<file path="config.mk">
export PLATFORM = sky130hd
export DESIGN_NAME = vp_lookup_flat
export DESIGN_NICKNAME = d
export VERILOG_FILES = /design/src/vp_pkg.sv /design/src/vp_if.sv /design/src/vp_lookup.sv /design/src/flat_wrapper.sv
export SDC_FILE = /design/constraint.sdc
export NUM_CORES = 1
export LEC_CHECK = 0
export BUFFER_PORTS_ARGS = -buffer_cell sky130_fd_sc_hd__buf_2
export CAP_MARGIN = 40
export CORE_ASPECT_RATIO = 0.75
export CORE_UTILIZATION = 43
export DETAILED_ROUTE_END_ITERATION = 6
export HOLD_SLACK_MARGIN = 0.06
export PLACE_DENSITY_LB_ADDON = 0.05
export SLEW_MARGIN = 40
export SYNTH_ARGS = -nofsm -noshare
export SYNTH_HDL_FRONTEND = slang
export SYNTH_SLANG_ARGS = --single-unit
</file>
<file path="constraint.sdc">
create_clock -name clk -period 8.13 [get_ports clk]
set_clock_uncertainty 0.2 [all_clocks]
set_input_delay 1.626 -clock clk [delete_from_list [all_inputs] [get_ports clk]]
set_output_delay 1.626 -clock clk [all_outputs]
set_load 0.1 [all_outputs]
</file>
<file path="src/vp_pkg.sv">
// types and apb register map shared by every block of the value predictor
// pcs are halfword aligned so bit 0 is never carried
// offsets are byte offsets inside a 16 byte apb window
package vp_pkg;

   typedef logic [31:0] word_t;      // result value
   typedef logic [31:1] pc_t;        // halfword aligned pc
   typedef logic [3:0]  apb_addr_t;  // apb byte offset

   //*********************************************************************
   // apb register map
   //*********************************************************************
   localparam apb_addr_t VP_CTRL_ADDR   = 4'h0;  // bit 0 enable
   localparam apb_addr_t VP_THRESH_ADDR = 4'h4;  // confidence threshold
   localparam apb_addr_t VP_USED_ADDR   = 4'h8;  // used predictions retired
   localparam apb_addr_t VP_MISP_ADDR   = 4'hC;  // mispredictions

   localparam word_t VP_CTRL_RESET = 32'h0000_0001;  // predictor on out of reset

endpackage

</file>
<file path="src/vp_if.sv">
// stage links of the value predictor
// CONF_WIDTH must match the width used by the table
// queue space counts the entry sitting in e1
`timescale 1ns/1ps

interface vp_pred_if
   import vp_pkg::*;
#(
   parameter int CONF_WIDTH = 2
) ();
   logic                  valid;   // e1 prediction present
   pc_t                   pc;      // pc of the e1 instruction
   logic                  hit;     // tag matched at lookup
   logic [CONF_WIDTH-1:0] conf;    // confidence read at lookup
   word_t                 value;   // predicted value
   logic                  use_vp;  // prediction handed to the pipe
   logic                  space;   // room for one more past e1

   modport lookup (output valid, pc, hit, conf, value, use_vp, input space);
   modport queue  (input valid, pc, hit, conf, value, use_vp, output space);
endinterface


</file>
<file path="src/vp_lookup.sv">
// decode stage lookup, prediction shows up in e1 one cycle after accept
// decode is held off while the queue cannot take the e1 entry
// a flush drops the e1 entry at the same edge
`timescale 1ns/1ps

module vp_lookup
   import vp_pkg::*;
#(
   parameter  int TABLE_DEPTH = 128,
   parameter  int CONF_WIDTH  = 2,
   localparam int IDX_W       = $clog2(TABLE_DEPTH),
   localparam int TAG_W       = 31 - IDX_W
) (
   input  logic                  clk,
   input  logic                  reset_i,
   input  logic                  dec_valid_i,
   input  pc_t                   dec_pc_i,
   output logic                  dec_ready_o,
   input  logic                  flush_i,
   input  logic                  enable_i,
   input  logic [CONF_WIDTH-1:0] threshold_i,
   output logic [IDX_W-1:0]      rd_index_o,
   input  logic                  rd_valid_i,
   input  logic [TAG_W-1:0]      rd_tag_i,
   input  word_t                 rd_value_i,
   input  logic [CONF_WIDTH-1:0] rd_conf_i,
   vp_pred_if.lookup             pred
);

   logic dec_fire;  // decode accepted this cycle
   logic tag_hit;   // valid entry with matching tag
   logic use_d;     // confident enough to hand out

   assign dec_ready_o = pred.space;
   assign dec_fire    = dec_valid_i & dec_ready_o;

   // low pc bits index, the rest is the tag
   assign rd_index_o = dec_pc_i[IDX_W:1];
   assign tag_hit    = rd_valid_i & (rd_tag_i == dec_pc_i[31:IDX_W+1]);
   assign use_d      = tag_hit & (rd_conf_i >= threshold_i) & enable_i;

   //*********************************************************************
   // e1 stage
   //*********************************************************************
   always_ff @(posedge clk) begin
      if (reset_i || flush_i) begin
         pred.valid  <= 1'b0;
         pred.use_vp <= 1'b0;
      end else begin
         pred.valid  <= dec_fire;
         pred.use_vp <= dec_fire & use_d;
      end
   end

   always_ff @(posedge clk) begin
      if (dec_fire) begin
         pred.pc    <= dec_pc_i;
         pred.hit   <= tag_hit;
         pred.conf  <= rd_conf_i;    // kept for training at retire
         pred.value <= rd_value_i;
      end
   end

   // a used prediction always comes from a live hit
   a_use_needs_hit: assert property (@(posedge clk) disable iff (reset_i)
      pred.use_vp |-> pred.valid && pred.hit);

endmodule

</file>
<file path="src/flat_wrapper.sv">
// flat-port wrapper written by rule: the top's interface ports become plain ports
module vp_lookup_flat import vp_pkg::*;
#(
   parameter  int TABLE_DEPTH = 128,
   parameter  int CONF_WIDTH  = 2,
   localparam int IDX_W       = $clog2(TABLE_DEPTH),
   localparam int TAG_W       = 31 - IDX_W
)
  (clk, reset_i, dec_valid_i, dec_pc_i, dec_ready_o, flush_i, enable_i, threshold_i, rd_index_o, rd_valid_i, rd_tag_i, rd_value_i, rd_conf_i, pred_valid, pred_pc, pred_hit, pred_conf, pred_value, pred_use_vp, pred_space);
  vp_pred_if #(.CONF_WIDTH(CONF_WIDTH)) pred_i ();
  input  logic clk;
  input  logic reset_i;
  input  logic dec_valid_i;
  input  pc_t dec_pc_i;
  output logic dec_ready_o;
  input  logic flush_i;
  input  logic enable_i;
  input  logic [CONF_WIDTH-1:0] threshold_i;
  output logic [IDX_W-1:0] rd_index_o;
  input  logic rd_valid_i;
  input  logic [TAG_W-1:0] rd_tag_i;
  input  word_t rd_value_i;
  input  logic [CONF_WIDTH-1:0] rd_conf_i;
  output wire logic [$bits(pred_i.valid)-1:0] pred_valid;
  output wire logic [$bits(pred_i.pc)-1:0] pred_pc;
  output wire logic [$bits(pred_i.hit)-1:0] pred_hit;
  output wire logic [$bits(pred_i.conf)-1:0] pred_conf;
  output wire logic [$bits(pred_i.value)-1:0] pred_value;
  output wire logic [$bits(pred_i.use_vp)-1:0] pred_use_vp;
  input wire logic [$bits(pred_i.space)-1:0] pred_space;
  assign pred_valid = pred_i.valid;
  assign pred_pc = pred_i.pc;
  assign pred_hit = pred_i.hit;
  assign pred_conf = pred_i.conf;
  assign pred_value = pred_i.value;
  assign pred_use_vp = pred_i.use_vp;
  assign pred_i.space = pred_space;
  vp_lookup #(.TABLE_DEPTH(TABLE_DEPTH), .CONF_WIDTH(CONF_WIDTH)) u_core (.clk(clk), .reset_i(reset_i), .dec_valid_i(dec_valid_i), .dec_pc_i(dec_pc_i), .dec_ready_o(dec_ready_o), .flush_i(flush_i), .enable_i(enable_i), .threshold_i(threshold_i), .rd_index_o(rd_index_o), .rd_valid_i(rd_valid_i), .rd_tag_i(rd_tag_i), .rd_value_i(rd_value_i), .rd_conf_i(rd_conf_i), .pred(pred_i));
endmodule
</file>
Yosys cells after proc, flatten, opt, wreduce, memory -nomap -nowiden
Cells that the tools add are included.
- order comparisons: 1
- equal/unequal tests: 1
- bitwise logic cells: 5
- reductions and logical operators: 1
- operators by type and width (kind ; number):
    $eq 24x24->1 ; 1
    $and 1x1->1 ; 5
    $ge 2x2->1 ; 1
    $logic_or 1x1->1 ; 1
- register bits: 68
- input port bits: 98
- output and inout port bits: 76
- word-level logic and storage cells: 14

Depth between registers and ports, before layout
- depth in word-level cells: 5
- mapped depth: 5
- gate-level depth less buffers: 5

Least setup slack after synthesis
Ideal clock, no wire load.
- kind: input to register
- from: input port pred_space
- to: register u_core.pred.use_vp
- library setup time: 0.092 ns
- data arrival time: 3.713 ns
- data required time: 7.838 ns
- slack: 4.125 ns
- stages: 4
- buffers on the path: 0
- cell sequence: and2_1 -> nor3b_1 -> nand2_1 -> nor4_1
- cells in the longest elaborated chain, start to end: 2
- ends and longest elaborated chain (item ; RTL line ; RTL):
    from (decl) ; flat_wrapper.sv:30 ; input wire logic [$bits(pred_i.space)-1:0] pred_space;
    $and 1x1->1 ; vp_lookup.sv:35 ; assign dec_fire = dec_valid_i & dec_ready_o;
    $and 1x1->1 ; vp_lookup.sv:51 ; pred.use_vp <= dec_fire & use_d;
    to (signal assigned) ; vp_lookup.sv:51 ;
    to (decl) ; vp_if.sv:19 ; modport lookup (output valid, pc, hit, conf, value, use_vp, input space);
Every way passes these cells.
A chain may end at the register's enable or synchronous reset.

Worst setup path in the final report
- from: input port pred_space
- to: output port dec_ready_o
- RTL lines (item ; RTL line ; RTL):
    to (decl) ; flat_wrapper.sv:15 ; output logic dec_ready_o;
No word-level cell between the ends.

==> results.sh <==
export IMPL_endpoint_kind="output pin"
export IMPL_grt_pass1_vias=1423
export IMPL_final_layout_size_suffix_gt1_frac=0.635
export IMPL_fp_dieH_um=67
export IMPL_drc=0
export IMPL_cp_start_kind="input port"
export IMPL_synthDistinctLibCells=19
export IMPL_drt_pass1_iterations=2
export IMPL_num_rows=23
export IMPL_finalSetupTns_ns=0
export IMPL_max_slew_margin=0.596
export IMPL_status="complete, no violations"
export IMPL_ys_seq_area_frac=0.835
export IMPL_hp_start="flush_i"
export IMPL_synthMuxAreaShare=0
export IMPL_cp_data_required_time_ns=6.30
export IMPL_num_antenna_cells=0
export IMPL_cp_max_fo=2
export IMPL_endpoint="dec_ready_o"
export IMPL_period_share=0.488
export IMPL_final_cell_mix="buf_2, edfxtp_1, xnor2_1"
export IMPL_synth_nets=220
export IMPL_syn_cell_area_sq_um=2420
export IMPL_area_growth_pct=47.5
export IMPL_hold_violations=0
export IMPL_coreArea_sq_um=5380
export IMPL_synth_area_per_cell_sq_um=20.2
export IMPL_antenna_found_initial=0
export IMPL_wl_per_cell_um=13.1
export IMPL_crit_type="input port to output pin"
export IMPL_routabilityCongestion=0.722
export IMPL_startpoint="pred_space"
export IMPL_syn_inst=120
export IMPL_crit_path_top_delay_cell="buf_2"
export IMPL_layout_commonest_cell="buf_2"
export IMPL_grtUsageMet1=0.173
export IMPL_routed_wl_mm=4.94
export IMPL_ys_ff_latch=68
export IMPL_clk_pin_slew_ns=0.07
export IMPL_grt_max_degree=68
export IMPL_vias=1609
export IMPL_crit_top_cell="buf_2"
export IMPL_critical_path_top_delay_family="buffers and inverters"
export IMPL_cts_root_buf="clkbuf_8"
export IMPL_crit_arrival_ns=2.14
export IMPL_cp_num_cells=2
export IMPL_ctsHoldBuffers=0
export IMPL_path_buf_inv=2
export IMPL_cpPeakStageDelay_ns=0.42
export IMPL_cap_viol_max_count=0
export IMPL_synth_warnings=0
export IMPL_cts_resized=0
export IMPL_fin_nets=397
export IMPL_synth_simple_area_share=0.0382
export IMPL_cts_setup_buffers=0
export IMPL_antenna_left=0
export IMPL_cts_buffer_depth=2
export IMPL_drv_slew=0
export IMPL_layout_min_cycle_time_ns=3.97
export IMPL_drt_iter0_drc=74
export IMPL_power_density_nw_per_um2=276
export IMPL_fp_dieW_um=88.7
export IMPL_io_pins=174
export IMPL_worstHoldPathType="input port to register"
export IMPL_synth_xor_area_frac=0.0868
export IMPL_tritoncts="built"
export IMPL_setup_viol=0
export IMPL_cts_sinks=68
export IMPL_worst_pin_slew_ns=0.605
export IMPL_synth_top_family_by_area="XOR/XNOR gates"
export IMPL_post_place_ws_ns=4.16
export IMPL_top_usage_layer="met2"
export IMPL_synthAdderAreaFrac=0.0103
export IMPL_p_leak_nw=1.55
export IMPL_cts_buffers=9
export IMPL_grt_pass1_wl_mm=6.77
export IMPL_groute_usage_overall=0.166
export IMPL_grt_ovfl_total=0
export IMPL_post_drt_via_cell_ratio=4.28
export IMPL_grtUsageMet2=0.268
export IMPL_max_clock_freq_ghz=0.252
export IMPL_synth_compound_area_frac=0.00207
export IMPL_rsz0062_at_grt="no"
export IMPL_htree_levels=3
export IMPL_max_vdd_ir_drop_v=0.000140
export IMPL_path_cells="buf_2, buf_2"
export IMPL_portBuffers=173
export IMPL_use_met3=0.102
export IMPL_setup_ws_ns=4.16
export IMPL_die_area_sq_um=5940
export IMPL_dp_hpwl_mm=3.69
export IMPL_initial_utilization=0.450
==> cell usage after synthesis <==
cell	number	share of area
and2_1	1	0.0026
xor2_1	11	0.040
nor4_1	3	0.0077
nor3_1	1	0.0021
nand4_1	2	0.0052
dfxtp_1	2	0.017
nor3b_1	1	0.0031
nand2b_1	1	0.0026
inv_1	2	0.0031
nand4_2	1	0.0052
nand3_1	1	0.0021
or4_1	1	0.0031
ha_1	2	0.010
buf_4	8	0.025
nand2_1	2	0.0031
edfxtp_1	66	0.82
a21oi_1	1	0.0021
xnor2_1	13	0.047
nor2_1	1	0.0015
==> metal layers <==
layer / vias to the layer above / part of all wire / wire length [um]
li1: 795 / - / -
met1: 706 / 0.38 / 1900
met2: 101 / 0.48 / 2390
met3: 7 / 0.12 / 573
met5: - / 0 / 0
met4: 0 / 0.015 / 73
==> cell families (layout without fill, tap and decap cells) <==
family	Yosys count	count (layout)
flip-flops	68	68
XOR/XNOR	24	24
AND/OR/NAND/NOR	15	15
buffers and inverters	10	191
adder cells (fa/ha/maj)	2	2
AO/OA/AOI/OAI	1	1
==> final cells by class <==
type / instances / area [sq um]
Clock inverter: 6 / 114
Fill cell: 422 / 1810
Multi-Input combinational cell: 42 / 334
Sequential cell: 68 / 2020
Inverter: 2 / 7.51
Clock buffer: 9 / 124
Timing Repair Buffer: 174 / 877
Tap cell: 75 / 93.8
==> where the power goes <==
part | switching [mW] | internal [mW]
clock network | 0.123 | 0.202
registers | 0.00453 | 0.410
logic | 0.205 | 0.0404
total | 0.333 | 0.652
==> registers in the layout, indices dropped and copies added, names as in the netlist <==
| signal | count |
|---|---|
| u_core.pred.conf | 2 |
| u_core.pred.hit | 1 |
| u_core.pred.pc | 31 |
| u_core.pred.use_vp | 1 |
| u_core.pred.valid | 1 |
| u_core.pred.value | 32 |
==> per-stage QoR <==
step | area, sq um | total power [mW] | std cells | utilization | hold slack [ns]
2_1_floorplan | 2420 | 0.620 | 120 | - | 1.51
3_3_place_gp | 3330 | 0.667 | 361 | 0.619 | 1.60
3_5_place_dp | 3330 | 0.669 | 361 | 0.619 | 1.60
4_1_cts | 3570 | 0.997 | 376 | 0.663 | 1.24
5_1_grt | 3570 | 1.02 | 376 | 0.664 | 1.23
6_report | 3570 | 0.985 | 376 | 0.664 | 1.26
==> worst min-delay path by stage <==
stage                                                  to  slack [ns]  depth (start not counted)
after global routing      u_core.pred.value[16]$_DFFE_PP_        1.23                          1
after global placement       u_core.pred.valid$_SDFF_PP0_        1.60                          2
final                        u_core.pred.valid$_SDFF_PP0_        1.26                          2
after CTS                    u_core.pred.valid$_SDFF_PP0_        1.24                          2
after floorplan              u_core.pred.valid$_SDFF_PP0_        1.51                          1
after detailed placement     u_core.pred.valid$_SDFF_PP0_        1.60                          2
Note: power is estimated with default switching activity, not from simulation.
