**config.mk**
```make
export PLATFORM = sky130hd
export DESIGN_NAME = vp_apb_regs
export DESIGN_NICKNAME = d
export VERILOG_FILES = /design/src/vp_pkg.sv /design/src/vp_apb_regs.sv
export SDC_FILE = /design/constraint.sdc
export NUM_CORES = 1
export LEC_CHECK = 0
export ABC_AREA = 1
export BUFFER_PORTS_ARGS = -buffer_cell sky130_fd_sc_hd__buf_4
export CORE_MARGIN = 2
export CORE_UTILIZATION = 40
export CTS_BUF_LIST = sky130_fd_sc_hd__clkbuf_2
export DETAILED_ROUTE_END_ITERATION = 8
export HOLD_SLACK_MARGIN = 0.15
export PLACE_DENSITY = 0.63
export SETUP_SLACK_MARGIN = 0.15
export SLEW_MARGIN = 20
export SYNTH_ARGS = -nofsm -noshare
export SYNTH_HDL_FRONTEND = slang
export SYNTH_SLANG_ARGS = --single-unit
```
**constraint.sdc**
```tcl
create_clock -name clk -period 4.72 [get_ports clk]
set_input_delay 0.708 -clock clk [delete_from_list [all_inputs] [get_ports clk]]
set_output_delay 0.708 -clock clk [all_outputs]
set_load 0.02 [all_outputs]
```
**src/vp_pkg.sv**
```systemverilog
// types and apb register map shared by every block of the value predictor
// pcs are halfword aligned so bit 0 is never carried
// offsets are byte offsets inside a 16 byte apb window
package vp_pkg;

   typedef logic [31:0] word_t;      // result value
   typedef logic [31:1] pc_t;        // halfword aligned pc
   typedef logic [3:0]  apb_addr_t;  // apb byte offset

   //*********************************************************************
   // apb register map
   //*********************************************************************
   localparam apb_addr_t VP_CTRL_ADDR   = 4'h0;  // bit 0 enable
   localparam apb_addr_t VP_THRESH_ADDR = 4'h4;  // confidence threshold
   localparam apb_addr_t VP_USED_ADDR   = 4'h8;  // used predictions retired
   localparam apb_addr_t VP_MISP_ADDR   = 4'hC;  // mispredictions

   localparam word_t VP_CTRL_RESET = 32'h0000_0001;  // predictor on out of reset

endpackage

```
**src/vp_apb_regs.sv**
```systemverilog
// apb control and statistics registers, one setup and one access phase
// pready is high in every access phase, no wait states
// unknown offsets answer with pslverr, writes to the counters clear them
`timescale 1ns/1ps

module vp_apb_regs
   import vp_pkg::*;
#(
   parameter int CONF_WIDTH = 2
) (
   input  logic                  clk,
   input  logic                  reset_i,
   input  logic                  psel_i,
   input  logic                  penable_i,
   input  logic                  pwrite_i,
   input  apb_addr_t             paddr_i,
   input  word_t                 pwdata_i,
   output word_t                 prdata_o,
   output logic                  pready_o,
   output logic                  pslverr_o,
   input  logic                  stat_used_i,
   input  logic                  stat_misp_i,
   output logic                  enable_o,
   output logic [CONF_WIDTH-1:0] threshold_o
);

   logic  access;   // apb access phase
   logic  addr_ok;  // offset is mapped
   logic  wr_en;    // legal write this cycle
   word_t used_q;   // used predictions retired
   word_t misp_q;   // mispredictions

   function automatic word_t sat_inc(word_t cnt);
      return (&cnt) ? cnt : cnt + 32'd1;
   endfunction

   assign access    = psel_i & penable_i;
   assign addr_ok   = paddr_i inside {VP_CTRL_ADDR, VP_THRESH_ADDR, VP_USED_ADDR,
                                      VP_MISP_ADDR};
   assign wr_en     = access & pwrite_i & addr_ok;
   assign pready_o  = access;
   assign pslverr_o = access & ~addr_ok;

   //*********************************************************************
   // control
   //*********************************************************************
   always_ff @(posedge clk) begin
      if (reset_i) begin
         enable_o    <= VP_CTRL_RESET[0];
         threshold_o <= '1;                                 // strictest setting
      end else if (wr_en && paddr_i == VP_CTRL_ADDR) begin
         enable_o    <= pwdata_i[0];
      end else if (wr_en && paddr_i == VP_THRESH_ADDR) begin
         threshold_o <= pwdata_i[CONF_WIDTH-1:0];
      end
   end

   //*********************************************************************
   // statistics, saturating
   //*********************************************************************
   always_ff @(posedge clk) begin
      if (reset_i || (wr_en && paddr_i == VP_USED_ADDR)) begin
         used_q <= '0;
      end else if (stat_used_i) begin
         used_q <= sat_inc(used_q);
      end
   end

   always_ff @(posedge clk) begin
      if (reset_i || (wr_en && paddr_i == VP_MISP_ADDR)) begin
         misp_q <= '0;
      end else if (stat_misp_i) begin
         misp_q <= sat_inc(misp_q);
      end
   end

   always_comb begin
      case (paddr_i)
         VP_CTRL_ADDR:   prdata_o = word_t'(enable_o);
         VP_THRESH_ADDR: prdata_o = word_t'(threshold_o);
         VP_USED_ADDR:   prdata_o = used_q;
         VP_MISP_ADDR:   prdata_o = misp_q;
         default:        prdata_o = '0;                     // unmapped reads zero
      endcase
   end

endmodule

```
# After elaboration in Yosys (flattened, before gate mapping)
# Index checks and enable logic that the tools add are counted.
[totals]
ff_bits = 67
out_inout_bits = 37
[classes]
n_addsub = 2
n_eq_ne = 3
muxes = 1
bitwise_logic = 8
reduce_logical = 13
[op_table]
columns = ["op", "n"]
rows = [
  ["32-bit case mux with 4 select lines", 1],
  ["32-bit by 1-bit adder with 32-bit output, second input constant", 2],
  ["32-bit AND reduction", 2],
  ["4-bit == test, second input constant", 2],
  ["2-bit AND reduction", 3],
  ["1-bit bitwise AND", 4],
  ["4-bit by 3-bit == test with 1-bit output, second input constant", 1],
  ["1-bit logical AND", 4],
  ["4-bit logical NOT", 1],
  ["1-bit NOT", 4],
  ["4-bit nonzero test", 1],
  ["1-bit logical OR", 2],
]

# Longest topological paths before layout
# Gate-level depths: netlist (run 1).
[depth]
depth_word = 6
ltp_mapped = 11

# Worst setup path after synthesis (run 1)
# Ideal clock, no wire load.
[synth_timing]
path_type = "input to output"
from = "in paddr_i[1]"
to = "out prdata_o[21]"
arrival_ns = 1.841
t_required_ns = 4.012
path_slack_ns = 2.171
stages = 4
cell_sequence = "nor2_1 nand3_1 clkbuf_1 o21ai_0"
[synth_between]
elab_chain_cells = 2
[synth_lines]
columns = ["item", "line_no", "text"]
rows = [
  ["from (decl)", "vp_apb_regs.sv:16", "input apb_addr_t paddr_i,"],
  ["4-bit == test, or another cell as far along", "vp_apb_regs.sv:78", "case (paddr_i)"],
  ["32-bit case mux with 4 select lines *", "vp_apb_regs.sv:78", ""],
  ["to (decl)", "vp_apb_regs.sv:18", "output word_t prdata_o,"],
]
# Mark *: on every way between the ends. The rest lies on a longest branch, timed or not.

# Final worst setup path (run 1)
[layout_timing]
from = "in paddr_i[1]"
to = "out prdata_o[13]"
# The elaborated chain is that of the path after synthesis.

==> results.py, run 1 <==
metrics = {
    "setup_path": {
        "crit_path_frequent_cell": "buf_4",
        "start_kind": "input port",
        "worstPathArrival_ps": 2630,
        "end_kind": "primary output",
        "crit_path_cell_trace": "buf_4 > nor2_1 > nand3_1 > inv_1 > a22o_1 > buf_4",
        "path_class": "in2out",
        "path_max_fanout": 21,
        "cp_slowest_cell": "nand3_1",
        "slowest_delay_ps": 590,
        "cp.required_ps": 4010,
    },
    "clock_network": {
        "numCtsBuffers": 9,
        "path_clk_slew_ps": 180,
        "cts_tree": "built",
        "postCtsHoldBufs": 0,
        "postCtsSetupBuffers": 0,
        "clockRootBuffer": "clkbuf_2",
        "htree_levels": 3,
        "cts_buffer_depth": 2,
        "clock-sinks": 67,
        "clock_latency_ps": 600,
        "cts_resized": 0,
    },
    "finish": {
        "layoutNonFillerInstCount": 961,
        "drive_gt1_share_pct": 15.0,
        "layout.nets": 858,
        "antenna_cells": 0,
        "syn2layout_area_growth_pct": 10.5,
    },
    "yosys": {
        "syn_nets": 817,
        "synth_top_family_by_area": "simple AND/OR/NAND/NOR gates",
        "synth_edf_count": 0,
        "synth-xor-area-share_pct": 4.85,
        "avgSynthCellArea_sq_um": 6.08,
        "synthAdderAreaFrac_pct": 0.533,
        "async_flop_share_pct": 0,
        "ys_warn_count": 0,
        "yosys_most_used_dff": "dfxtp_1",
        "synth_compound_gate_area_share_pct": 11.4,
        "synthMuxAreaShare_pct": 0,
        "synth_top_area_share_pct": 28.6,
        "synthTopCellsByArea": "dfxtp_1 (29%), nand2_1 (22%), nor2_1 (10%)",
        "synthCells": 772,
        "synth_cell_types": 31,
        "synth_seq_cells": 67,
        "yosysSeqAreaShare_pct": 28.6,
        "synth_top_area_cell": "dfxtp_1",
        "netlist_area_sq_um": 4690,
        "yosys.area_share.simple_pct": 44.9,
    },
    "floorplan": {
        "die_x_microns": 112,
        "core_sq_um": 11400,
        "die_h_microns": 112,
        "pin_count": 80,
        "start_util_pct": 41.1,
        "fp-row-count": 39,
        "dieArea_sq_um": 12600,
    },
    "hold_path": {
        "hold_class": "in2reg",
    },
    "sta": {
        "slew_viol_final": 0,
        "whs_ps": 314,
        "fin_crit_ps": 3340,
        "timing.fmax_ghz": 0.300,
        "finalHoldViolCount": 0,
        "skew_ps": 20.4,
        "rsz0062_at_grt": "no",
        "max_slew_margin_pct": 50.9,
        "tightest_slew_ps": 735,
        "period_share_pct": 70.7,
        "tns_ps": 0,
        "setup_violations": 0,
    },
    "pwr": {
        "cellLeakagePower_uw": 0.00198,
        "p_sw_share_pct": 29.1,
        "intPower_uw": 655,
        "power_uw": 924,
        "switchingPower_uw": 269,
        "power.density_nw_per_um2": 178,
        "p_seq_share_pct": 62.1,
        "comb_power_share_pct": 7.3,
        "p_clk_share_pct": 30.6,
        "max-vdd-ir-drop_uv": 145,
    },
    "grt": {
        "grt_max_degree": 29,
        "grt_usage_pct": 21.3,
        "antenna_found_initial": 0,
        "grt_pass1_vias": 4374,
        "grt_pass1_wl_mm": 21.4,
        "overflow": 0,
    },
    "routing": {
        "viasPerCell": 4.90,
        "drt-initial-drc-count": 291,
        "wirelength_mm": 12.9,
        "wl_per_cell_microns": 13.4,
        "antenna_left": 0,
        "drc": 0,
        "drtPass1Iterations": 4,
        "vias": 4706,
    },
    "place": {
        "dp.cells": 945,
        "hpwl_mm": 10.1,
        "io_buffers": 49,
        "place_congestion": 0.935,
    },
    "outcome": {
        "status": "finished, final reports clean",
    },
    "flow_run": {
        "maxCapViolCount": 0,
    },
}
[worst paths after layout]
kind,cells after the start,startpoint,endpoint,slack [ps]
hold reg to reg,2,threshold_o[0],threshold_o[0],510
setup / recovery,6,paddr_i[1],prdata_o[13],1380
setup reg to reg,10,misp_q[0],misp_q[29],2590
hold / removal,3,pwdata_i[1],threshold_o[1],310
[layout by cell type (no fill, tap or decap), drive strengths merged, types with 6 or more instances in the layout]
cell,count
buf,51
o22ai,17
nand2,297
clkbuf,11
nand4,12
nand3,38
dfxtp,67
o21ai,12
xor2,22
a21oi,46
inv,83
a22o,6
nor2,137
[per-stage QoR]
step           util, %  instance area [sq um]  setup slack, ps
2_1_floorplan        -                   4690             2170
3_3_place_gp      44.7                   5110             1360
3_5_place_dp      44.7                   5110             1310
4_1_cts           45.4                   5180             1350
5_1_grt           45.4                   5180             1050
6_report          45.4                   5180             1380
[sequential cells by signal, summed over array words and instances, names as in the netlist]
signal       flops
enable_o         1
misp_q          32
threshold_o      2
used_q          32
[metal layers]
metal	global-route usage, %	part of all wire [%]	up-vias	wire length [microns]
met2	36.2	49	60	6330
met1	26.8	45	2117	5820
li1	-	-	2504	-
met4	8.05	2.7	0	348
met3	4.37	3.1	25	397
met5	0	0	-	0
[power by group through the flow]
stage               clock network, uW  logic (uW)  registers [uW]
floorplan                           0        51.9             584
global placement                    0        66.8             585
detailed placement                  0        67.8             585
CTS                               295        68.0             574
global route                      316        74.5             575
finish                            283        67.3             574
[worst max-delay path, delay by kind of cell]
family	cells	cell delay, ps
buffers and inverters	3	790
AO/OA/AOI/OAI	1	240
AND/OR/NAND/NOR	2	870
[synth_stat cells, types with 6 or more instances]
library cell	instances
inv_1	80
dfxtp_1	67
nand2_2	22
nand2_1	269
o22ai_1	17
clkbuf_1	11
a21oi_1	26
o21ai_0	11
nor2_1	128
a22o_1	6
xor2_1	22
nand4_1	12
a21oi_2	20
nand3_1	38
[cell families after synthesis]
logic type,Yosys count
AND/OR/NAND/NOR,491
flip-flops,67
AO/OA/AOI/OAI,82
XOR/XNOR,26
adder cells (fa/ha/maj),2
buffers and inverters,104
[cell type report]
class	count	area [sq um]
clock buffers	11	55.1
clock inverters	5	20.0
fillers	1237	6240
inverters	83	314
multi-input cells	601	2890
flip-flops and latches	67	1340
well taps	143	179
repair buffers	51	383
Note: power is estimated with default switching activity, not from simulation.
==> run 2: changes to the inputs <==
--- a/config.mk
+++ b/config.mk
@@ -5,14 +5,14 @@
 export SDC_FILE = /design/constraint.sdc
 export NUM_CORES = 1
 export LEC_CHECK = 0
-export ABC_AREA = 1
+export ABC_AREA = 0
 export BUFFER_PORTS_ARGS = -buffer_cell sky130_fd_sc_hd__buf_4
 export CORE_MARGIN = 2
 export CORE_UTILIZATION = 40
 export CTS_BUF_LIST = sky130_fd_sc_hd__clkbuf_2
 export DETAILED_ROUTE_END_ITERATION = 8
 export HOLD_SLACK_MARGIN = 0.15
-export PLACE_DENSITY = 0.63
+export PLACE_DENSITY = 0.67
 export SETUP_SLACK_MARGIN = 0.15
 export SLEW_MARGIN = 20
 export SYNTH_ARGS = -nofsm -noshare
==> constraint.sdc (replaced) <==
create_clock -name clk -period 2.9 [get_ports clk]
set_input_delay 0.435 -clock clk [delete_from_list [all_inputs] [get_ports clk]]
set_output_delay 0.435 -clock clk [all_outputs]
set_load 0.02 [all_outputs]
==> run 2 against run 1 <==
Against the previous run:
- sequential share of layout area increased by 4.1 points
- clock skew grew 3.8 ps
- hold slack worse by 29 ps
- clock-buffer cell count up 1
- sequential cell count unchanged
- sequential power rose by 64%
- non-clock buffer count increased by 14
- synthesized cell count down 40%
- final cell count down 33%
- critical endpoint is now misp_q[11]
- highest routed layer unchanged
==> results.py, run 2 <==
metrics = {
    "pwr": {
        "max-vdd-ir-drop_uv": 147,
        "power.density_nw_per_um2": 333,
        "cellLeakagePower_uw": 0.00165,
    },
    "clock_network": {
        "path_clk_slew_ps": 180,
        "htree_levels": 3,
        "cts_tree": "built",
        "cts_resized": 0,
        "postCtsSetupBuffers": 0,
        "clockRootBuffer": "clkbuf_2",
        "numCtsBuffers": 9,
        "cts_buffer_depth": 2,
        "clock-sinks": 67,
        "clock_latency_ps": 490,
    },
    "routing": {
        "vias": 3798,
        "wirelength_mm": 10.3,
        "viasPerCell": 5.92,
        "antenna_left": 0,
        "drc": 0,
        "drtPass1Iterations": 5,
        "wl_per_cell_microns": 16.0,
        "drt-initial-drc-count": 249,
    },
    "floorplan": {
        "fp-row-count": 35,
        "core_sq_um": 9330,
        "dieArea_sq_um": 10500,
        "pin_count": 80,
        "die_h_microns": 102,
        "start_util_pct": 41.5,
        "die_x_microns": 102,
    },
    "finish": {
        "layout.nets": 553,
        "layout_commonest_cell": "dfxtp_1",
        "final_cell_mix": "dfxtp_1 (67), buf_4 (60), nand2_1 (40), a21oi_1 (33), a22o_1 (30)",
        "drive_gt1_share_pct": 18.3,
        "syn2layout_area_growth_pct": 15.7,
        "antenna_cells": 0,
        "top_regs": "misp_q x32, used_q x32, threshold_o x2",
        "design_area_sq_um": 4480,
        "n_fill_cell": 921,
    },
    "grt": {
        "antenna_found_initial": 0,
        "grt_use_met2_pct": 32.9,
        "grt_usage_pct": 19.8,
        "grt_pass1_wl_mm": 16.3,
        "grt_use_met3_pct": 4.51,
        "overflow": 0,
        "grt_max_degree": 22,
        "met1_usage_pct": 26.0,
        "grt_pass1_vias": 3311,
        "grt.busiest_layer": "met2",
    },
    "yosys": {
        "async_flop_share_pct": 0,
        "synth_top_area_cell": "dfxtp_1",
        "synthTopCellsByArea": "dfxtp_1 (35%), a22o_1 (6.8%), a21oi_1 (4.3%)",
        "synthCells": 461,
        "synth_seq_cells": 67,
        "avgSynthCellArea_sq_um": 8.40,
        "yosysSeqAreaShare_pct": 34.6,
        "yosysMostFrequentCell": "dfxtp_1",
        "synthTopCellsByCount": "dfxtp_1 (67), nand2_1 (40), a21oi_1 (33), a22o_1 (30), nand3_1 (28)",
        "yosys_most_used_dff": "dfxtp_1",
        "ys_warn_count": 0,
        "syn_nets": 506,
        "synth_cell_types": 57,
        "synth_top_area_share_pct": 34.6,
        "synth_edf_count": 0,
        "netlist_area_sq_um": 3870,
    },
    "setup_path": {
        "timing.rr.end": "misp_q[11]",
        "cp_slowest_cell": "o31ai_4",
        "path_class": "reg2reg",
        "ff2ff_path_depth": 5,
        "slowest_delay_ps": 650,
        "end_kind": "flop",
        "cp.required_ps": 3280,
        "crit_path_cell_trace": "nand4_1 > or4_4 > o31ai_4 > or4_1 > a21oi_1",
        "rr_startpoint": "misp_q[17]",
        "start_kind": "flop",
        "reg2reg_slack_ps": 590,
        "worstPathArrival_ps": 2690,
        "path_max_fanout": 21,
    },
    "hold_path": {
        "holdPathStages": 3,
        "hold_start": "paddr_i[2]",
        "min_to": "threshold_o[0]",
        "hold_class": "in2reg",
    },
    "sta": {
        "max_slew_margin_pct": 51.2,
        "fin_crit_ps": 2310,
        "tightest_slew_ps": 732,
        "rsz0062_at_grt": "no",
        "skew_ps": 24.2,
        "period_share_pct": 79.6,
        "setup_violations": 0,
        "finalHoldViolCount": 0,
        "tns_ps": 0,
        "timing.fmax_ghz": 0.433,
        "slew_viol_final": 0,
    },
    "place": {
        "postPlaceCellArea_sq_um": 4350,
        "hpwl_mm": 7.61,
        "place_congestion": 0.871,
        "io_buffers": 49,
    },
    "outcome": {
        "status": "finished, final reports clean",
    },
    "flow_run": {
        "maxCapViolCount": 0,
    },
}
==> run 2: how the worst max path moves through the flow <==
stage,startpoint,endpoint,cells past startpoint
after floorplan,paddr_i[2],prdata_o[10],5
after global placement,misp_q[17],misp_q[13],5
after detailed placement,misp_q[17],misp_q[4],5
after CTS,misp_q[17],misp_q[11],5
after global routing,misp_q[17],misp_q[4],5
final,misp_q[17],misp_q[11],5
==> run 2: what timing repair did <==
item | 4_1_cts | 5_1_grt
hold buffers | 0 | 5
hold endpoints to repair | 0 | 3
setup endpoints to repair | 0 | 0
==> run 2: layout make-up <==
| type | instances | area (sq um) | share of cell area, % |
|---|---|---|---|
| sequential | 67 | 1340 | 29.9 |
| clock inverter | 4 | 17.5 | 0.391 |
| timing repair buffer | 65 | 500 | 11.2 |
| tap | 129 | 161 | 3.60 |
| inverter | 4 | 15.0 | 0.335 |
| clock buffer | 12 | 60.1 | 1.34 |
| multi-input combinational | 361 | 2380 | 53.2 |
==> run 2: critical path, delay by kind of cell (launching register included) <==
kind | cells | cell delay [ps]
simple gates | 3 | 960
flops | 1 | 520
compound gates | 2 | 710
==> run 2: cells by family after synthesis <==
logic type                 count (synthesis)  synth area share [%]
DFF                                       67                  34.6
buffers and inverters                     33                  4.39
xor gates and xnor gates                  13                  2.94
AOI/OAI and AO/OA                        134                  24.7
and+or+nand+nor                          204                  30.2
adders and majority gates                  2                 0.646
muxes                                      8                  2.42
==> run 2: report_power, final <==
group	leakage (uW)	switching, uW	internal, uW	total, uW
clock	0.0000608	326	116	442
combinational	0.00105	65.2	45.7	111
sequential	0.000540	10.9	928	939
total	0.00165	402	1090	1490
==> run 2: stage by stage <==
stage | utilization (%) | power [uW] | hold WS (ps) | setup WS [ps] | cells
2_1_floorplan | - | 1020 | 445 | 913 | 461
3_3_place_gp | 46.7 | 1060 | 475 | 648 | 621
3_5_place_dp | 46.7 | 1070 | 488 | 592 | 621
4_1_cts | 47.5 | 1500 | 152 | 577 | 637
5_1_grt | 48.0 | 1560 | 244 | 386 | 642
6_report | 48.0 | 1490 | 284 | 592 | 642
==> run 2: layer usage <==
| metal | up-vias | part of all wire, % | routed length [microns] |
|---|---|---|---|
| met1 | 1833 | 45 | 4660 |
| met5 | - | 0 | 0 |
| li1 | 1878 | - | - |
| met4 | 0 | 1.1 | 111 |
| met3 | 8 | 4.3 | 446 |
| met2 | 79 | 49 | 5080 |
