File: src/vp_pkg.sv
// types and apb register map shared by every block of the value predictor
// pcs are halfword aligned so bit 0 is never carried
// offsets are byte offsets inside a 16 byte apb window
package vp_pkg;

   typedef logic [31:0] word_t;      // result value
   typedef logic [31:1] pc_t;        // halfword aligned pc
   typedef logic [3:0]  apb_addr_t;  // apb byte offset

   //*********************************************************************
   // apb register map
   //*********************************************************************
   localparam apb_addr_t VP_CTRL_ADDR   = 4'h0;  // bit 0 enable
   localparam apb_addr_t VP_THRESH_ADDR = 4'h4;  // confidence threshold
   localparam apb_addr_t VP_USED_ADDR   = 4'h8;  // used predictions retired
   localparam apb_addr_t VP_MISP_ADDR   = 4'hC;  // mispredictions

   localparam word_t VP_CTRL_RESET = 32'h0000_0001;  // predictor on out of reset

endpackage

File: src/vp_if.sv


interface vp_retire_if
   import vp_pkg::*;
#(
   parameter int CONF_WIDTH = 2
) ();
   logic                  head_valid;  // oldest in-flight entry present
   pc_t                   head_pc;
   logic                  head_hit;
   logic [CONF_WIDTH-1:0] head_conf;
   word_t                 head_value;
   logic                  head_use;
   logic                  pop;         // only while head_valid
   logic                  clear;       // drop everything in flight

   modport queue   (output head_valid, head_pc, head_hit, head_conf, head_value,
                    head_use, input pop, clear);
   modport resolve (input head_valid, head_pc, head_hit, head_conf, head_value,
                    head_use, output pop, clear);
endinterface

File: src/vp_resolve.sv
// retire compare, table training and misprediction flush
// retires arrive in program order and match the queue head
// flush and its pc are registered, one cycle after the bad retire
`timescale 1ns/1ps

module vp_resolve
   import vp_pkg::*;
#(
   parameter  int TABLE_DEPTH = 128,
   parameter  int CONF_WIDTH  = 2,
   localparam int IDX_W       = $clog2(TABLE_DEPTH),
   localparam int TAG_W       = 31 - IDX_W
) (
   input  logic                  clk,
   input  logic                  reset_i,
   input  logic                  flush_i,
   input  logic                  ret_valid_i,
   input  word_t                 ret_result_i,
   vp_retire_if.resolve          ret,
   output logic                  wr_en_o,
   output logic [IDX_W-1:0]      wr_index_o,
   output logic [TAG_W-1:0]      wr_tag_o,
   output word_t                 wr_value_o,
   output logic [CONF_WIDTH-1:0] wr_conf_o,
   output logic                  vp_flush_o,
   output pc_t                   vp_flush_pc_o,
   output logic                  stat_used_o,
   output logic                  stat_misp_o
);

   logic value_match;  // hit and same value again
   logic misp;         // used prediction turned out wrong

   assign value_match = ret.head_hit & (ret.head_value == ret_result_i);
   assign misp        = ret_valid_i & ret.head_use & ~value_match;

   assign ret.pop   = ret_valid_i;
   assign ret.clear = flush_i;     // pipe flush or our own flush

   //*********************************************************************
   // training, lands at the retire edge
   //*********************************************************************
   assign wr_en_o    = ret_valid_i;
   assign wr_index_o = ret.head_pc[IDX_W:1];
   assign wr_tag_o   = ret.head_pc[31:IDX_W+1];  // retag on a miss
   assign wr_value_o = ret_result_i;
   assign wr_conf_o  = !value_match     ? '0 :            // restart on change
                       (&ret.head_conf) ? ret.head_conf : // saturate
                                          ret.head_conf + 1'b1;

   assign stat_used_o = ret_valid_i & ret.head_use;
   assign stat_misp_o = misp;

   always_ff @(posedge clk) begin
      if (reset_i) begin
         vp_flush_o <= 1'b0;
      end else begin
         vp_flush_o <= misp;
      end
   end

   always_ff @(posedge clk) begin
      if (misp) begin
         vp_flush_pc_o <= ret.head_pc;  // refetch the bad instruction
      end
   end

   // the pipe never retires more than was looked up
   a_retire_has_head: assert property (@(posedge clk) disable iff (reset_i)
      ret_valid_i |-> ret.head_valid);

endmodule

File: src/flat_wrapper.sv
// flat-port wrapper written by rule: the top's interface ports become plain ports
module vp_resolve_flat import vp_pkg::*;
#(
   parameter  int TABLE_DEPTH = 128,
   parameter  int CONF_WIDTH  = 2,
   localparam int IDX_W       = $clog2(TABLE_DEPTH),
   localparam int TAG_W       = 31 - IDX_W
)
  (clk, reset_i, flush_i, ret_valid_i, ret_result_i, wr_en_o, wr_index_o, wr_tag_o, wr_value_o, wr_conf_o, vp_flush_o, vp_flush_pc_o, stat_used_o, stat_misp_o, ret_head_valid, ret_head_pc, ret_head_hit, ret_head_conf, ret_head_value, ret_head_use, ret_pop, ret_clear);
  vp_retire_if #(.CONF_WIDTH(CONF_WIDTH)) ret_i ();
  input  logic clk;
  input  logic reset_i;
  input  logic flush_i;
  input  logic ret_valid_i;
  input  word_t ret_result_i;
  output logic wr_en_o;
  output logic [IDX_W-1:0] wr_index_o;
  output logic [TAG_W-1:0] wr_tag_o;
  output word_t wr_value_o;
  output logic [CONF_WIDTH-1:0] wr_conf_o;
  output logic vp_flush_o;
  output pc_t vp_flush_pc_o;
  output logic stat_used_o;
  output logic stat_misp_o;
  input wire logic [$bits(ret_i.head_valid)-1:0] ret_head_valid;
  input wire logic [$bits(ret_i.head_pc)-1:0] ret_head_pc;
  input wire logic [$bits(ret_i.head_hit)-1:0] ret_head_hit;
  input wire logic [$bits(ret_i.head_conf)-1:0] ret_head_conf;
  input wire logic [$bits(ret_i.head_value)-1:0] ret_head_value;
  input wire logic [$bits(ret_i.head_use)-1:0] ret_head_use;
  output wire logic [$bits(ret_i.pop)-1:0] ret_pop;
  output wire logic [$bits(ret_i.clear)-1:0] ret_clear;
  assign ret_i.head_valid = ret_head_valid;
  assign ret_i.head_pc = ret_head_pc;
  assign ret_i.head_hit = ret_head_hit;
  assign ret_i.head_conf = ret_head_conf;
  assign ret_i.head_value = ret_head_value;
  assign ret_i.head_use = ret_head_use;
  assign ret_pop = ret_i.pop;
  assign ret_clear = ret_i.clear;
  vp_resolve #(.TABLE_DEPTH(TABLE_DEPTH), .CONF_WIDTH(CONF_WIDTH)) u_core (.clk(clk), .reset_i(reset_i), .flush_i(flush_i), .ret_valid_i(ret_valid_i), .ret_result_i(ret_result_i), .ret(ret_i), .wr_en_o(wr_en_o), .wr_index_o(wr_index_o), .wr_tag_o(wr_tag_o), .wr_value_o(wr_value_o), .wr_conf_o(wr_conf_o), .vp_flush_o(vp_flush_o), .vp_flush_pc_o(vp_flush_pc_o), .stat_used_o(stat_used_o), .stat_misp_o(stat_misp_o));
endmodule
File: config.mk
export PLATFORM = sky130hd
export DESIGN_NAME = vp_resolve_flat
export DESIGN_NICKNAME = d
export VERILOG_FILES = /design/src/vp_pkg.sv /design/src/vp_if.sv /design/src/vp_resolve.sv /design/src/flat_wrapper.sv
export SDC_FILE = /design/constraint.sdc
export NUM_CORES = 1
export LEC_CHECK = 0
export BUFFER_PORTS_ARGS = -buffer_cell sky130_fd_sc_hd__buf_4
export CORE_AREA = 2 2 80 82
export CTS_CLUSTER_SIZE = 14
export DETAILED_ROUTE_END_ITERATION = 12
export DIE_AREA = 0 0 82 84
export PLACE_DENSITY_LB_ADDON = 0.15
export SLEW_MARGIN = 5
export SYNTH_ARGS = -nofsm -noshare
export SYNTH_HDL_FRONTEND = slang
export SYNTH_SLANG_ARGS = --single-unit
File: constraint.sdc
create_clock -name clk -period 3 [get_ports clk]
set_input_delay 0.3 -clock clk [delete_from_list [all_inputs] [get_ports clk]]
set_output_delay 0.3 -clock clk [all_outputs]
set_load 0.02 [all_outputs]
# == Word level (Yosys, flattened, before mapping) ==
# Cells that the tools add are included.
# totals
regBits,32
inputBits,104
output_inout_bits,102
word_cells,11
# op_classes
add_sub_neg,1
n_eq_ne,1
n_mux,2
n_bitwise,4
n_reduce_logical,1
# ops
operator,n
== test 32 bit,1
2-to-1 mux 2 bit,2
bitwise AND 1 bit,3
"adder 2 x 1 -> 2 bit, second input constant",1
AND reduction 2 bit,1
inverter 1 bit,1

# == Depth between registers and ports, before layout ==
# Gate-level depths: netlist of run 1.
# logic_depth
depth_word,4
ltp_mapped,5
depth_no_buf,5

# == Worst setup path after synthesis of run 1 ==
# OpenSTA, ideal clock, no wires.
# synth_path
path_kind,input -> register
startpoint,input port ret_head_value[23]
endpoint,register u_core.vp_flush_pc_o[0] (enable)
setup_ns,0.398
arrival_ns,1.578
slack_ns,1.024
cell_stages,5
cell_sequence,xnor2_1 > nand4_1 > nor4_1 > nand3_1 > and2_1
# synth_via
elab_chain_cells,4
# synth_lines
element,line,text
from (decl),flat_wrapper.sv:29,input wire logic [$bits(ret_i.head_value)-1:0] ret_head_value;
== test 32 bit,vp_resolve.sv:34,assign value_match = ret.head_hit & (ret.head_value == ret_result_i);
bitwise AND 1 bit,vp_resolve.sv:34,
inverter 1 bit,vp_resolve.sv:35,assign misp = ret_valid_i & ret.head_use & ~value_match;
bitwise AND 1 bit,vp_resolve.sv:35,
named net stat_misp_o,flat_wrapper.sv:24,output logic stat_misp_o;
to (signal assigned),vp_resolve.sv:64,vp_flush_pc_o <= ret.head_pc;
to (decl),vp_resolve.sv:26,"output pc_t vp_flush_pc_o,"
# The timed path passes the listed nets, and every way through them passes these cells.
# A chain may end at the register's enable or synchronous reset.

# == Worst setup path after layout of run 1 ==
# layout_path
startpoint,input port ret_result_i[2]
endpoint,output port stat_misp_o
# layout_via
elab_chain_cells,4
# layout_lines
element,line,text
from (decl),flat_wrapper.sv:15,input word_t ret_result_i;
== test 32 bit,vp_resolve.sv:34,
bitwise AND 1 bit,vp_resolve.sv:34,
inverter 1 bit,vp_resolve.sv:35,
bitwise AND 1 bit,vp_resolve.sv:35,
to (decl),flat_wrapper.sv:24,
# No other way between the ends.

==> results of run 1 <==
power groups by stage:
| stage | Combinational (W) | Clock, W | Sequential [W] |
|---|---|---|---|
| after floorplan | 0.000179 | 0 | 0.000579 |
| after global placement | 0.000396 | 0 | 0.000539 |
| after detailed placement | 0.000398 | 0 | 0.000540 |
| after CTS | 0.000399 | 0.000407 | 0.000530 |
| after global routing | 0.000415 | 0.000433 | 0.000532 |
| final | 0.000392 | 0.000391 | 0.000530 |
path summary, 6_finish.rpt:
check	startpoint	endpoint	slack (ps)	cells past startpoint
worst max-delay path	ret_result_i[2]	stat_misp_o	830	7
worst min-delay path	ret_head_pc[11]	u_core.vp_flush_pc_o[11]	210	1
routing by layer:
metal | track usage | up-vias
met5 | 0 | -
met4 | 0.0591 | 0
met3 | 0.0271 | 6
met2 | 0.237 | 115
met1 | 0.130 | 644
li1 | - | 728
cell usage in the layout (no fill, tap or decap):
| master | count |
|---|---|
| buf_4 | 204 |
| edfxtp_1 | 31 |
| xnor2_1 | 29 |
| nand4_1 | 7 |
| clkbuf_8 | 5 |
| xor2_1 | 3 |
| nor4_1 | 2 |
| and2_1 | 2 |
| nor2_1 | 2 |
| inv_1 | 1 |
| nor3_1 | 1 |
| nand2_1 | 1 |
| nand3_1 | 1 |
| a21oi_1 | 1 |
| and3b_1 | 1 |
| clkinv_2 | 1 |
| clkinvlp_4 | 1 |
| bufinv_16 | 1 |
| dfxtp_1 | 1 |
area by class of cell:
class / count / area share
tap: 77 / 0.0313
multi-input combinational: 50 / 0.125
timing repair buffer: 204 / 0.498
clock inverter: 3 / 0.0138
inverter: 1 / 0.00122
sequential: 32 / 0.309
clock buffer: 5 / 0.0224
flip-flops by register name, indices dropped and copies added, names as in the netlist:
register              cells
u_core.vp_flush_o         1
u_core.vp_flush_pc_o     31
cell families after synthesis:
group	Yosys count	share of synthesized area
buffers and inverters	67	0.272
xor gates and xnor gates	32	0.153
DFF	32	0.518
and+or+nand+nor	17	0.0539
AOI/OAI and AO/OA	1	0.00273
stage by stage:
stage | setup slack, ps | cell area, µm² | cells
detailed placement | 812 | 2970 | 364
floorplan | 1020 | 1830 | 149
global route | 668 | 3080 | 372
global placement | 770 | 2970 | 364
CTS | 806 | 3080 | 372
finish | 830 | 3080 | 372
==> reports/summary.txt, run 1 <==
Fmax: 0.461 GHz
Synthesis-to-finish area growth: 67.8%
Vias in the first global route: 1415
Critical path buffer and inverter count: 2
Routed met1 length: 1500 µm
Syn_nets: 253
Clock sinks: 32
DR vias: 1493
Fin util: 0.505
Slew HR: 0.654
Num CTS Buffers: 5
Synth Warn #: 0
Psw: 0.000338 W
CTS tree: built
Max Cap Violations: 0
Initial Utilization: 0.301
Area of the multi-input gates: 384 µm²
Final wirelength: 4740 µm
Chip width: 82 µm
Switching share of power: 0.258
Syn Area/Cell: 12.3 µm²
Worst-path clk slew: 60 ps
Sequential area share after synthesis: 0.518
FF+latch area: 951 µm²
Synth Register Bits: 32
Drc violations: 0
Setup-failing EPs final: 0
Hold Buf Count CTS: 0
Io pins: 206
Area contributors post-synth: edfxtp_1 51%, buf_4 27%, xnor2_1 14%
PostCTS Resize Cnt: 0
Outcome: finished, final reports clean
Post-Syn Instances: 149
First-pass GRT wire length: 6500 µm
Crit-path leading delay family: simple AND/OR/NAND/NOR gates
Vias per cell: 4.01
Metal2 WL: 2600 µm
Hpwl dp: 4280 µm
Slowest CP cell: and2_1
CP Max Fanout: 12
Crit Path Class: in2out
Pwr/cell area: 427 nW/µm²
Met3 wire length: 563 µm
Most common flop cell mapped by yosys: edfxtp_1
Routed length per placed instance: 12.7 µm
Cell Chain, Critical Path: buf_4, xnor2_1, nand4_1, nor4_1, nand3_1, and2_1, buf_4
GRT Util Overall: 0.127
Final min period: 2170 ps
Commonest cells in the netlist: 66 x buf_4, 31 x edfxtp_1, 29 x xnor2_1
Most common cell in the netlist: buf_4
Comb power frac: 0.298
EDFF count, synth: 31
Worst Hold Class: in2reg
Final Max Tran Viols: 0
Gp weighted congestion: 0.715
FILL cells: 582
Leak Pwr: 1.44 nW
Die height: 84 µm
H-tree depth: 2
Cell row count: 29
Synth area leader: edfxtp_1
Post-CTS Setup Inserts: 0
First drt pass iteration count: 4
DIE AREA: 6890 µm²
Design Power: 0.00131 W
Crit path arrival time: 1870 ps
Largest net degree at the start of global routing: 13
ANT nets after route: 0
Clock Power Share: 0.298
Max Root-Sink Buffers: 2
Startpoint class of the critical path: input port
Yosys cell types: 15
DR iter-0 viols: 26
Async SR Flop Fraction: 0
CP max stage delay: 360 ps
Root buffer cell: clkbuf_8
Required time of the worst setup path: 2700 ps
Final hold slack: 206 ps
Initial antenna violation count: 0
Final hold violations: 0
Share of cells above drive strength 1: 0.719
Top sig layer: met4
Port Buffers: 202
Most used cell, CP: buf_4
Diodes inserted: 0
Fin Setup TNS: 0 ps
Post-Syn Area: 1830 µm²
Internal power: 0.000974 W
Fin crit share: 0.723
GR Overflow Total: 0
Final nets: 398
Kind of end point of the critical path: output port
CORE AREA: 6100 µm²
RSZ-0062 raised after global routing: false
Flop pwr share: 0.404
Synth top area share: 0.508
Slew of the pin with the lowest slew margin: 519 ps
Worst VDD drop: 0.247 mV
(Power assumes the default switching activity.)
==> run 2, diff against run 1 <==
Settings changed: CORE_AREA 2 2 80 82 to 2 2 79 81, DIE_AREA 0 0 82 84 to 0 0 81 83.
Clock period 3 ns to 2 ns, I/O delays scaled along.
==> reports/summary.txt, run 2 (synthesized netlist as in run 1, its figures left out) <==
Max Cap Violations: 0 (unchanged)
Hpwl dp: 4390 µm (was 4280 µm)
Worst hold path depth: 1 (unchanged)
CTS tree: built (unchanged)
Most flop-heavy register: u_core.vp_flush_pc_o (unchanged)
Worst-path clk slew: 70 ps (was 60 ps)
Share of cells above drive strength 1: 0.722 (was 0.719)
DR vias: 1505 (was 1493)
Largest register FFs: 31 (unchanged)
Chip width: 81 µm (was 82 µm)
Root buffer cell: clkbuf_8 (unchanged)
End of the critical path: stat_misp_o (unchanged)
Fmax: 0.558 GHz
H-tree depth: 2 (unchanged)
Required time of the worst setup path: 1800 ps (was 2700 ps)
Drc violations: 0 (unchanged)
Vias in the first global route: 1493 (was 1415)
Final min period: 1790 ps
Final Max Tran Viols: 0 (unchanged)
Num CTS Buffers: 5 (unchanged)
Initial antenna violation count: 0 (unchanged)
Outcome: finished, final reports clean (unchanged)
DIE AREA: 6720 µm² (was 6890 µm²)
CP Max Fanout: 32 (was 12)
Leak Pwr: 1.44 nW (about the same)
Final wirelength: 4900 µm (was 4740 µm)
Slew of the pin with the lowest slew margin: 288 ps (was 519 ps)
Cell row count: 28 (was 29)
CP startpoint: ret_result_i[8] (was ret_result_i[2])
Synthesis-to-finish area growth: 68.7% (was 67.8%)
Initial Utilization: 0.315 (was 0.301)
Largest net degree at the start of global routing: 33 (was 13)
Max Root-Sink Buffers: 2 (unchanged)
Fin util: 0.532 (was 0.505)
DR iter-0 viols: 26 (unchanged)
Worst VDD drop: 0.439 mV (was 0.247 mV)
Fin worst setup slack: 207 ps (was 830 ps)
Setup-failing EPs final: 0 (unchanged)
Crit Path Class: in2out (unchanged)
Vias per cell: 4.07 (was 4.01)
Hold Buf Count CTS: 0 (unchanged)
Diodes inserted: 0 (unchanged)
Pwr/cell area: 640 nW/µm² (was 427 nW/µm²)
Gp weighted congestion: 0.703 (was 0.715)
FILL cells: 540 (was 582)
Io pins: 206 (unchanged)
Design Power: 0.00198 W (was 0.00131 W)
Slew HR: 0.806 (was 0.654)
ANT nets after route: 0 (unchanged)
Crit path arrival time: 1590 ps (was 1870 ps)
Worst Hold Class: in2reg (unchanged)
Commonest non-fill, non-tap cells in the layout: 203 x buf_4, 31 x edfxtp_1, 29 x xnor2_1 (was 204 x buf_4, 31 x edfxtp_1, 29 x xnor2_1)
First drt pass iteration count: 3 (was 4)
Area of the multi-input gates: 390 µm² (was 384 µm²)
First-pass GRT wire length: 7100 µm (was 6500 µm)
CORE AREA: 5820 µm² (was 6100 µm²)
Port Buffers: 202 (unchanged)
Startpoint class of the critical path: input port (unchanged)
GR Overflow Total: 0 (unchanged)
Final nets: 398 (unchanged)
Clock sinks: 32 (unchanged)
Largest registers: u_core.vp_flush_pc_o: 31 flops, u_core.vp_flush_o: 1 flops (unchanged)
RSZ-0062 raised after global routing: false (unchanged)
Die height: 83 µm (was 84 µm)
Fin crit share: 0.896
Most common cell after layout, fill and taps aside: buf_4 (unchanged)
Kind of end point of the critical path: output port (unchanged)
Routed length per placed instance: 13.2 µm (was 12.7 µm)
Final hold violations: 0 (unchanged)
Fin Setup TNS: 0 ps (unchanged)
FF+latch area: 951 µm² (unchanged)
Dpl ws: 104 ps (was 812 ps)
GRT Util Overall: 0.140 (was 0.127)
-- run 2: cell count changes in the layout (fill, tap and decap cells not counted) --
cell and delta:
buf_4 -1, nor4_2 +1, nor4_1 -1, buf_12 +1
-- run 2: worst min path at each step --
stage,startpoint,slack (ps),endpoint
after floorplan,ret_head_pc[0],300,u_core.vp_flush_pc_o[0]
after global placement,ret_head_pc[16],390,u_core.vp_flush_pc_o[16]
after detailed placement,ret_head_pc[10],390,u_core.vp_flush_pc_o[10]
after CTS,ret_head_pc[16],100,u_core.vp_flush_pc_o[16]
after global routing,ret_head_pc[16],90,u_core.vp_flush_pc_o[16]
final,ret_head_pc[4],110,u_core.vp_flush_pc_o[4]
-- run 2: per-stage QoR --
| stage | instances | cell area [µm²] | hold WS [ps] |
|---|---|---|---|
| 2_1_floorplan | 149 | 1830 | 299 |
| 3_3_place_gp | 362 | 2980 | 388 |
| 3_5_place_dp | 362 | 2980 | 390 |
| 4_1_cts | 370 | 3090 | 95.8 |
| 5_1_grt | 370 | 3090 | 92.1 |
| 6_report | 370 | 3090 | 106 |
-- run 2: what timing repair did --
item / in CTS / in global routing
gates resized for setup: 0 / 1
endpoints found under the setup margin: 0 / 1
setup buffers: 0 / 0
-- run 2: worst max-delay path, cell delays in order --
cell     delay, ps
buf_4          120
xnor2_1        150
nand4_1        130
nor4_1         330
nand3_1        130
and2_1         180
buf_12         170
buf_4          170
-- run 2: report_power, final --
part	leakage [nW]	switching [W]	total, W	internal (W)
Combinational	1.09	0.000279	0.000590	0.000311
Clock	0.0541	0.000227	0.000595	0.000368
Sequential	0.299	0.0000109	0.000795	0.000784
Total	1.44	0.000517	0.00198	0.00146
-- run 2: metal layers --
metal  track usage  vias to the layer above  share of wire
met5             0                        -              0
met4        0.0586                        0          0.024
met3        0.0565                       11           0.13
met2         0.264                      121           0.54
met1         0.128                      645           0.30
li1              -                      728              -
-- run 2: cell type report --
type / count / area share
clock buffers: 5 / 0.0222
clock inverters: 3 / 0.0137
inverters: 1 / 0.00121
multi-input cells: 50 / 0.126
flip-flops and latches: 32 / 0.307
well taps: 75 / 0.0303
repair buffers: 204 / 0.499
